File: src/logic/dd_video_pkg.sv
// ########################################
// Video package
// Screen position, layer pixel and colour
// types plus sync and palette constants
// ########################################

package dd_video_pkg;

    // Palette of 32 entries
    localparam int PAL_AW = 5;

    // Horizontal sync placement after the active area, in pixels
    localparam int HS_START = 8;
    localparam int HS_LEN   = 8;

    typedef struct packed {
        logic [8:0] h;
        logic [8:0] v;
    } vpos_t;

    typedef struct packed {
        logic [3:0] color;
    } layer_pxl_t;

    typedef struct packed {
        logic [3:0] red;
        logic [3:0] green;
        logic [3:0] blue;
    } rgb_t;

endpackage

File: src/logic/dd_rom_pkg.sv
// ########################################
// ROM package
// Address widths and response types of the
// character and scroll graphics ROMs
// ########################################

package dd_rom_pkg;

    localparam int CHAR_AW = 15;
    localparam int SCR_AW  = 14;

    typedef struct packed {
        logic       ok;
        logic [7:0] data;
    } char_rsp_t;

    // Four 4bpp pixels per word
    typedef struct packed {
        logic        ok;
        logic [15:0] data;
    } scr_rsp_t;

endpackage

File: src/logic/dd_cen.sv
// ########################################
// Clock enable generator
// 12 MHz and 6 MHz strobes from 48 MHz
// ########################################

`timescale 1ns/10ps

module dd_cen (
    input  logic clk,
    input  logic rst_n,
    output logic pxl2_cen,
    output logic pxl_cen
);

    logic [2:0] cnt;

    always_ff @(posedge clk or negedge rst_n) begin
        if (!rst_n) begin
            cnt      <= 3'd0;
            pxl2_cen <= 1'b0;
            pxl_cen  <= 1'b0;
        end else begin
            cnt      <= cnt + 3'd1;
            // Both strobes coincide at the end of the 8-clock period
            pxl2_cen <= (cnt[1:0] == 2'd3);
            pxl_cen  <= (cnt == 3'd7);
        end
    end

endmodule

File: src/logic/dd_vtimer.sv
// ########################################
// Video timer
// Pixel and line counters with blanking
// and sync registered from the counts
// ########################################

`timescale 1ns/10ps

module dd_vtimer
    import dd_video_pkg::*;
#(
    parameter int H_ACTIVE = 256,
    parameter int H_TOTAL  = 384,
    parameter int V_ACTIVE = 240,
    parameter int V_TOTAL  = 272
) (
    input  logic  clk,
    input  logic  rst_n,
    input  logic  pxl_cen,
    output vpos_t pos,
    output logic  HBL,
    output logic  VBL,
    output logic  HS,
    output logic  VS
);

    localparam logic [8:0] H_LAST = 9'(H_TOTAL - 1);
    localparam logic [8:0] V_LAST = 9'(V_TOTAL - 1);
    localparam logic [8:0] H_ACT  = 9'(H_ACTIVE);
    localparam logic [8:0] V_ACT  = 9'(V_ACTIVE);
    localparam logic [8:0] HS_ON  = 9'(H_ACTIVE + HS_START);
    localparam logic [8:0] HS_OFF = 9'(H_ACTIVE + HS_START + HS_LEN);
    localparam logic [8:0] VS_ON  = 9'(V_ACTIVE + 2);
    localparam logic [8:0] VS_END = 9'(V_ACTIVE + 3);

    logic [8:0] h_nxt;
    logic [8:0] v_nxt;

    always_comb begin
        h_nxt = pos.h + 9'd1;
        v_nxt = pos.v;
        if (pos.h == H_LAST) begin
            h_nxt = 9'd0;
            v_nxt = (pos.v == V_LAST) ? 9'd0 : pos.v + 9'd1;
        end
    end

    // Flags come from the next counts so they line up with pos
    always_ff @(posedge clk or negedge rst_n) begin
        if (!rst_n) begin
            pos <= '0;
            HBL <= 1'b0;
            VBL <= 1'b0;
            HS  <= 1'b0;
            VS  <= 1'b0;
        end else if (pxl_cen) begin
            pos.h <= h_nxt;
            pos.v <= v_nxt;
            HBL   <= (h_nxt >= H_ACT);
            VBL   <= (v_nxt >= V_ACT);
            HS    <= (h_nxt >= HS_ON) && (h_nxt < HS_OFF);
            VS    <= (v_nxt == VS_ON) || (v_nxt == VS_END);
        end
    end

endmodule

File: src/logic/dd_char_layer.sv
// ########################################
// Character layer
// One 4bpp ROM byte fetch per pixel, nibble
// picked by the pixel column parity
// ########################################

`timescale 1ns/10ps

module dd_char_layer
    import dd_video_pkg::*;
    import dd_rom_pkg::*;
(
    input  logic               clk,
    input  logic               rst_n,
    input  logic               pxl_cen,
    input  vpos_t              pos,
    output logic [CHAR_AW-1:0] char_addr,
    input  char_rsp_t          char_rsp,
    output layer_pxl_t         pxl
);

    logic [7:0] data;
    logic       odd;
    logic       armed;
    logic       pending;

    always_ff @(posedge clk or negedge rst_n) begin
        if (!rst_n) begin
            char_addr <= '0;
            odd       <= 1'b0;
            armed     <= 1'b0;
            pending   <= 1'b0;
        end else if (pxl_cen) begin
            char_addr <= {pos.v[7:0], pos.h[7:1]};
            odd       <= pos.h[0];
            armed     <= 1'b1;
            pending   <= 1'b0;
        end else if (armed) begin
            // ok may still belong to the previous address here
            armed   <= 1'b0;
            pending <= 1'b1;
        end else if (pending && char_rsp.ok) begin
            pending <= 1'b0;
        end
    end

    // Without ok the last byte stays in place
    always_ff @(posedge clk) begin
        if (pending && char_rsp.ok && !pxl_cen) data <= char_rsp.data;
    end

    assign pxl.color = odd ? data[3:0] : data[7:4];

endmodule

File: src/logic/dd_scroll_layer.sv
// ########################################
// Scroll layer
// Offset coordinates, 16-bit ROM words of
// four 4bpp pixels, first pixel on top
// ########################################

`timescale 1ns/10ps

module dd_scroll_layer
    import dd_video_pkg::*;
    import dd_rom_pkg::*;
(
    input  logic              clk,
    input  logic              rst_n,
    input  logic              pxl_cen,
    input  vpos_t             pos,
    input  logic [8:0]        scrhpos,
    input  logic [8:0]        scrvpos,
    output logic [SCR_AW-1:0] scr_addr,
    input  scr_rsp_t          scr_rsp,
    output layer_pxl_t        pxl
);

    logic [8:0]  hsum;
    logic [8:0]  vsum;
    logic [15:0] data;
    logic [1:0]  col;
    logic        armed;
    logic        pending;

    // Only the low 8 bits of each offset position matter
    assign hsum = pos.h + scrhpos;
    assign vsum = pos.v + scrvpos;

    always_ff @(posedge clk or negedge rst_n) begin
        if (!rst_n) begin
            scr_addr <= '0;
            col      <= 2'd0;
            armed    <= 1'b0;
            pending  <= 1'b0;
        end else if (pxl_cen) begin
            scr_addr <= {vsum[7:0], hsum[7:2]};
            col      <= hsum[1:0];
            armed    <= 1'b1;
            pending  <= 1'b0;
        end else if (armed) begin
            armed   <= 1'b0;
            pending <= 1'b1;
        end else if (pending && scr_rsp.ok) begin
            pending <= 1'b0;
        end
    end

    always_ff @(posedge clk) begin
        if (pending && scr_rsp.ok && !pxl_cen) data <= scr_rsp.data;
    end

    always_comb begin
        case (col)
            2'd0:    pxl.color = data[15:12];
            2'd1:    pxl.color = data[11:8];
            2'd2:    pxl.color = data[7:4];
            default: pxl.color = data[3:0];
        endcase
    end

endmodule

File: src/logic/dd_colmix.sv
// ########################################
// Colour mixer
// Layer priority, palette RAM lookup and
// blanking aligned with the pixel
// ########################################

`timescale 1ns/10ps

module dd_colmix
    import dd_video_pkg::*;
(
    input  logic              clk,
    input  logic              rst_n,
    input  logic              pxl_cen,
    input  layer_pxl_t        char_pxl,
    input  layer_pxl_t        scr_pxl,
    input  logic              HBL,
    input  logic              VBL,
    input  logic              pal_we,
    input  logic [PAL_AW-1:0] pal_addr,
    input  logic [11:0]       pal_data,
    output logic              LHBL_dly,
    output logic              LVBL_dly,
    output rgb_t              rgb
);

    rgb_t              pal_mem [0:(1<<PAL_AW)-1];
    logic [PAL_AW-1:0] pal_rd;
    logic              lhbl_s1;
    logic              lvbl_s1;

    // Red sits in the top nibble, same order as rgb_t
    always_ff @(posedge clk) begin
        if (pal_we) pal_mem[pal_addr] <= rgb_t'(pal_data);
    end

    // Character layer wins when its colour is not transparent
    always_comb begin
        if (char_pxl.color != 4'd0) pal_rd = {1'b1, char_pxl.color};
        else                        pal_rd = {1'b0, scr_pxl.color};
    end

    always_ff @(posedge clk or negedge rst_n) begin
        if (!rst_n) begin
            lhbl_s1  <= 1'b0;
            lvbl_s1  <= 1'b0;
            LHBL_dly <= 1'b0;
            LVBL_dly <= 1'b0;
            rgb      <= '0;
        end else if (pxl_cen) begin
            lhbl_s1  <= ~HBL;
            lvbl_s1  <= ~VBL;
            LHBL_dly <= lhbl_s1;
            LVBL_dly <= lvbl_s1;
            // Blank with the stage that becomes LxBL_dly at this edge
            rgb      <= (lhbl_s1 && lvbl_s1) ? pal_mem[pal_rd] : '0;
        end
    end

endmodule

File: src/logic/dd_game.sv
// ########################################
// Video subsystem top level
// Enables, timer, char and scroll layers
// and the colour mixer
// ########################################

`timescale 1ns/10ps

module dd_game
    import dd_video_pkg::*;
    import dd_rom_pkg::*;
#(
    parameter int H_ACTIVE = 256,
    parameter int H_TOTAL  = 384,
    parameter int V_ACTIVE = 240,
    parameter int V_TOTAL  = 272
) (
    input  logic               clk,
    input  logic               rst_n,
    output logic               pxl2_cen,
    output logic               pxl_cen,
    output logic               HS,
    output logic               VS,
    output logic               LHBL_dly,
    output logic               LVBL_dly,
    // Scroll position
    input  logic [8:0]         scrhpos,
    input  logic [8:0]         scrvpos,
    // Graphics ROMs
    output logic [CHAR_AW-1:0] char_addr,
    input  char_rsp_t          char_rsp,
    output logic [SCR_AW-1:0]  scr_addr,
    input  scr_rsp_t           scr_rsp,
    // Palette writes
    input  logic               pal_we,
    input  logic [PAL_AW-1:0]  pal_addr,
    input  logic [11:0]        pal_data,
    output logic [3:0]         red,
    output logic [3:0]         green,
    output logic [3:0]         blue
);

    vpos_t      pos;
    logic       HBL;
    logic       VBL;
    layer_pxl_t char_pxl;
    layer_pxl_t scr_pxl;
    rgb_t       rgb;

    dd_cen u_cen (
        .clk      ( clk      ),
        .rst_n    ( rst_n    ),
        .pxl2_cen ( pxl2_cen ),
        .pxl_cen  ( pxl_cen  )
    );

    dd_vtimer #(
        .H_ACTIVE ( H_ACTIVE ),
        .H_TOTAL  ( H_TOTAL  ),
        .V_ACTIVE ( V_ACTIVE ),
        .V_TOTAL  ( V_TOTAL  )
    ) u_timer (
        .clk     ( clk     ),
        .rst_n   ( rst_n   ),
        .pxl_cen ( pxl_cen ),
        .pos     ( pos     ),
        .HBL     ( HBL     ),
        .VBL     ( VBL     ),
        .HS      ( HS      ),
        .VS      ( VS      )
    );

    dd_char_layer u_char (
        .clk       ( clk       ),
        .rst_n     ( rst_n     ),
        .pxl_cen   ( pxl_cen   ),
        .pos       ( pos       ),
        .char_addr ( char_addr ),
        .char_rsp  ( char_rsp  ),
        .pxl       ( char_pxl  )
    );

    dd_scroll_layer u_scroll (
        .clk      ( clk      ),
        .rst_n    ( rst_n    ),
        .pxl_cen  ( pxl_cen  ),
        .pos      ( pos      ),
        .scrhpos  ( scrhpos  ),
        .scrvpos  ( scrvpos  ),
        .scr_addr ( scr_addr ),
        .scr_rsp  ( scr_rsp  ),
        .pxl      ( scr_pxl  )
    );

    dd_colmix u_colmix (
        .clk      ( clk      ),
        .rst_n    ( rst_n    ),
        .pxl_cen  ( pxl_cen  ),
        .char_pxl ( char_pxl ),
        .scr_pxl  ( scr_pxl  ),
        .HBL      ( HBL      ),
        .VBL      ( VBL      ),
        .pal_we   ( pal_we   ),
        .pal_addr ( pal_addr ),
        .pal_data ( pal_data ),
        .LHBL_dly ( LHBL_dly ),
        .LVBL_dly ( LVBL_dly ),
        .rgb      ( rgb      )
    );

    assign red   = rgb.red;
    assign green = rgb.green;
    assign blue  = rgb.blue;

endmodule

File: config.mk
export PLATFORM = sky130hd
export DESIGN_NAME = dd_game
export DESIGN_NICKNAME = d
export VERILOG_FILES = /design/src/logic/dd_video_pkg.sv /design/src/logic/dd_rom_pkg.sv /design/src/logic/dd_cen.sv /design/src/logic/dd_vtimer.sv /design/src/logic/dd_char_layer.sv /design/src/logic/dd_scroll_layer.sv /design/src/logic/dd_colmix.sv /design/src/logic/dd_game.sv
export SDC_FILE = /design/constraint.sdc
export NUM_CORES = 1
export LEC_CHECK = 0
export BUFFER_PORTS_ARGS = -buffer_cell sky130_fd_sc_hd__buf_2
export CAP_MARGIN = 30
export CORE_MARGIN = 2
export CORE_UTILIZATION = 51
export DETAILED_ROUTE_END_ITERATION = 8
export MAX_ROUTING_LAYER = met4
export PLACE_DENSITY_LB_ADDON = 0.2
export SYNTH_ARGS = -nofsm -noshare
export SYNTH_HDL_FRONTEND = slang
export SYNTH_SLANG_ARGS = --single-unit
File: constraint.sdc
create_clock -name clk -period 4.1 [get_ports clk]
set_clock_uncertainty 0.2 [all_clocks]
set_input_delay 0.205 -clock clk [delete_from_list [all_inputs] [get_ports clk]]
set_output_delay 0.205 -clock clk [all_outputs]
set_load 0.02 [all_outputs]
==> run metrics <==
status=finished, final reports clean; Fillers=3097; max-slew violations=0; initial antenna violation count=0; Top FF cell, synth=edfxtp_1; Rel. slew slack=33.7%; Startpoint Class=flop; RSZ-0062 raised after global routing=no; Layout Area Growth over Synthesis=16.9%; fin nets=1668; Tcrit/Tclk final=92.5%; core area=around 0.040 mm²; clk slew on worst S/H paths=0.06 ns; fin area=0.0241 mm²; CTS Buf Count=49; I/O Buffers=108; final hold slack=0.0304 ns; commonest non-fill, non-tap cell in the layout=edfxtp_1; CP cell instances=or4_1 -> o22a_4 -> o21ai_4 -> buf_12 -> mux2i_1 -> mux2i_1 -> a221oi_1 -> nand3_1; largest net degree at the start of global routing=75; Ports=between 100 and 150; Avg Vias per Cell=6.06; drt drc=0; Initial Utilization=51.8%; Seq/Total Area, Yosys=68.9%; final hold vios=0; Synth async-reset ratio=16.0%; net count after synthesis=between 1000 and 1500; CP Class=reg -> reg; Mean Syn Cell Area=14.7 µm²; worst-margin pin slew=0.991 ns; Tot Pwr=9.93 mW; First DRT Iteration DRCs=between 1000 and 1500; Sinks on Clock Net=486; Yosys top cell area share=59.4%; die area=0.0421 mm²; Post-synth EDFFs=408; Crit Path Max Fanout=68; root buffer cell=clkbuf_16; synth unique cells=66; CTS tree=built; Final min period=3.79 ns; CP peak stage delay=0.61 ns; Final Core Density=between 60% and 70%; Final Wtd Congestion=slightly below 0.9; CP required=around 4.3 ns; DR vias=13000; die width=slightly above 200 µm; Final setup viols=0; Yosys warnings=0; top cell type by total area after synthesis=edfxtp_1; vias in the first global route=between 10000 and 15000; slowest CP cell=a221oi_1; critical path endpoint category=flop; Min-Delay Path Class=in -> reg; final WL=between 50000 and 60000 µm; Worst-Skew Late Latency=0.60 ns; first-pass GRT wire length=between 70000 and 80000 µm; setup TNS=0 ns; worst vdd ir=0.000296 V; CTS max path bufs=3; HPWL after detailed placement=30500 µm; commonest cells after routing, fill and taps aside=edfxtp_1 (408), nand2_1 (128), buf_2 (108), a211oi_1 (91), o211a_1 (83); post-synthesis cell count=1400; Arr. time, crit path=4.01 ns; synth top area cells=edfxtp_1 (59%), dfrtp_1 (9.5%), o211a_1 (4.0%); DP Area=0.0220 mm²; P per Cell Area=412 mW/mm²; Max Clk Rate=0.264 GHz; Max Cap Viol=0; mean routed wirelength per cell=roughly 24 µm; Netlist Area Pre-Place=between 0.02 and 0.025 mm²; Die Ht=205 µm; H-tree depth=2; Leak=9.17 nW; share of cells above drive strength 1=18.4%; Post-DRT Antenna Nets=0; global route overflow=0; Total Routing Usage GR=25.7%; # rows=73; 1st-pass router iterations=8; flops & latches, synth=486; most frequent CP cell=mux2i_1
registers in the layout (all words and copies together), names as in the netlist, 2 cells and up:
register	flops
u_cen.cnt	3
u_scroll.scr_addr	14
u_scroll.data	16
u_colmix.rgb	12
u_char.char_addr	15
u_char.data	8
u_scroll.col	2
u_timer.pos	18
u_colmix.pal_mem	384
synth_stat cells (16+ instances only):
cell and count:
clkbuf_1 58, mux2_2 34, a211oi_1 91, o21ai_0 30
nand3_1 24, o211a_1 83, buf_2 24, inv_1 37
nor2_1 45, ha_1 19, xnor2_1 16, a21oi_1 27
dfrtp_1 78, mux2i_1 78, nand2_1 128, edfxtp_1 408
a311oi_1 43
metal layers:
layer | part of all wire (%) | GRT usage (%) | vias to the layer above | wire [µm]
met2 | 47 | 39.9 | 499 | 24400
li1 | - | - | 5884 | -
met3 | 7.0 | 3.99 | 85 | 3620
met4 | 3.0 | 8.61 | 0 | 1580
met1 | 43 | 34.9 | 6553 | 22300
met5 | 0 | - | - | 0
final timing paths:
| check | from | end | slack (ns) | cells after the start |
|---|---|---|---|---|
| max in group asynchronous | rst_n | u_char.pending | 2.69 | 4 |
| min in group asynchronous | rst_n | u_colmix.rgb[9] | 0.51 | 4 |
| worst max register to register | u_char.odd | u_colmix.rgb[11] | 0.31 | 8 |
| worst min register to register | u_cen.cnt[0] | u_cen.cnt[0] | 0.22 | 1 |
| worst max-delay path | u_char.odd | u_colmix.rgb[11] | 0.31 | 8 |
| worst min-delay path | pal_data[2] | u_colmix.pal_mem[25][2] | 0.03 | 1 |
repair_timing:
action                    in CTS  in global routing
resized for setup              0                  0
hold buffers                  57                  0
setup buffers                  0                  0
hold endpoints to repair     298                  0
logic make-up after synthesis:
group,after synthesis,synth area share [%]
fa+ha+maj,21,1.35
compound gates,368,14.4
buf+inv,143,3.19
flops,486,68.9
simple gates,245,5.30
mux,115,5.97
xor+xnor,22,0.934
through the flow:
| stage | cells | worst slack, ns |
|---|---|---|
| final | 2148 | 0.307 |
| after global routing | 2147 | 0.0986 |
| after CTS | 2146 | 0.285 |
| after detailed placement | 1999 | 0.304 |
| after global placement | 1989 | 0.367 |
| after floorplan | 1400 | 1.12 |
where the power goes:
part           switching, mW  internal [mW]  total [mW]
combinational          0.226          0.120       0.346
clock                   1.85           2.28        4.14
sequential            0.0217           5.42        5.44
total                   2.10           7.82        9.93
worst max-delay path: cells and delay by family, from the launching register on:
family	cells	cell delay (ns)
AOI/OAI and AO/OA	3	1.35
buffers and inverters	1	0.39
DFF	1	0.46
muxes	2	0.38
and+or+nand+nor	2	0.75
layout make-up:
| cell class | count | area, µm² | area share [%] |
|---|---|---|---|
| clock inverter | 24 | 139 | 0.576 |
| inverter | 38 | 143 | 0.592 |
| multi-input combinational | 771 | 5830 | 24.2 |
| tap | 525 | 657 | 2.73 |
| timing repair buffer | 237 | 1800 | 7.47 |
| clock buffer | 66 | 1330 | 5.52 |
| sequential | 486 | 14200 | 58.9 |
| antenna | 1 | 2.50 | 0.0104 |
Power figures use the tool's default switching activity.
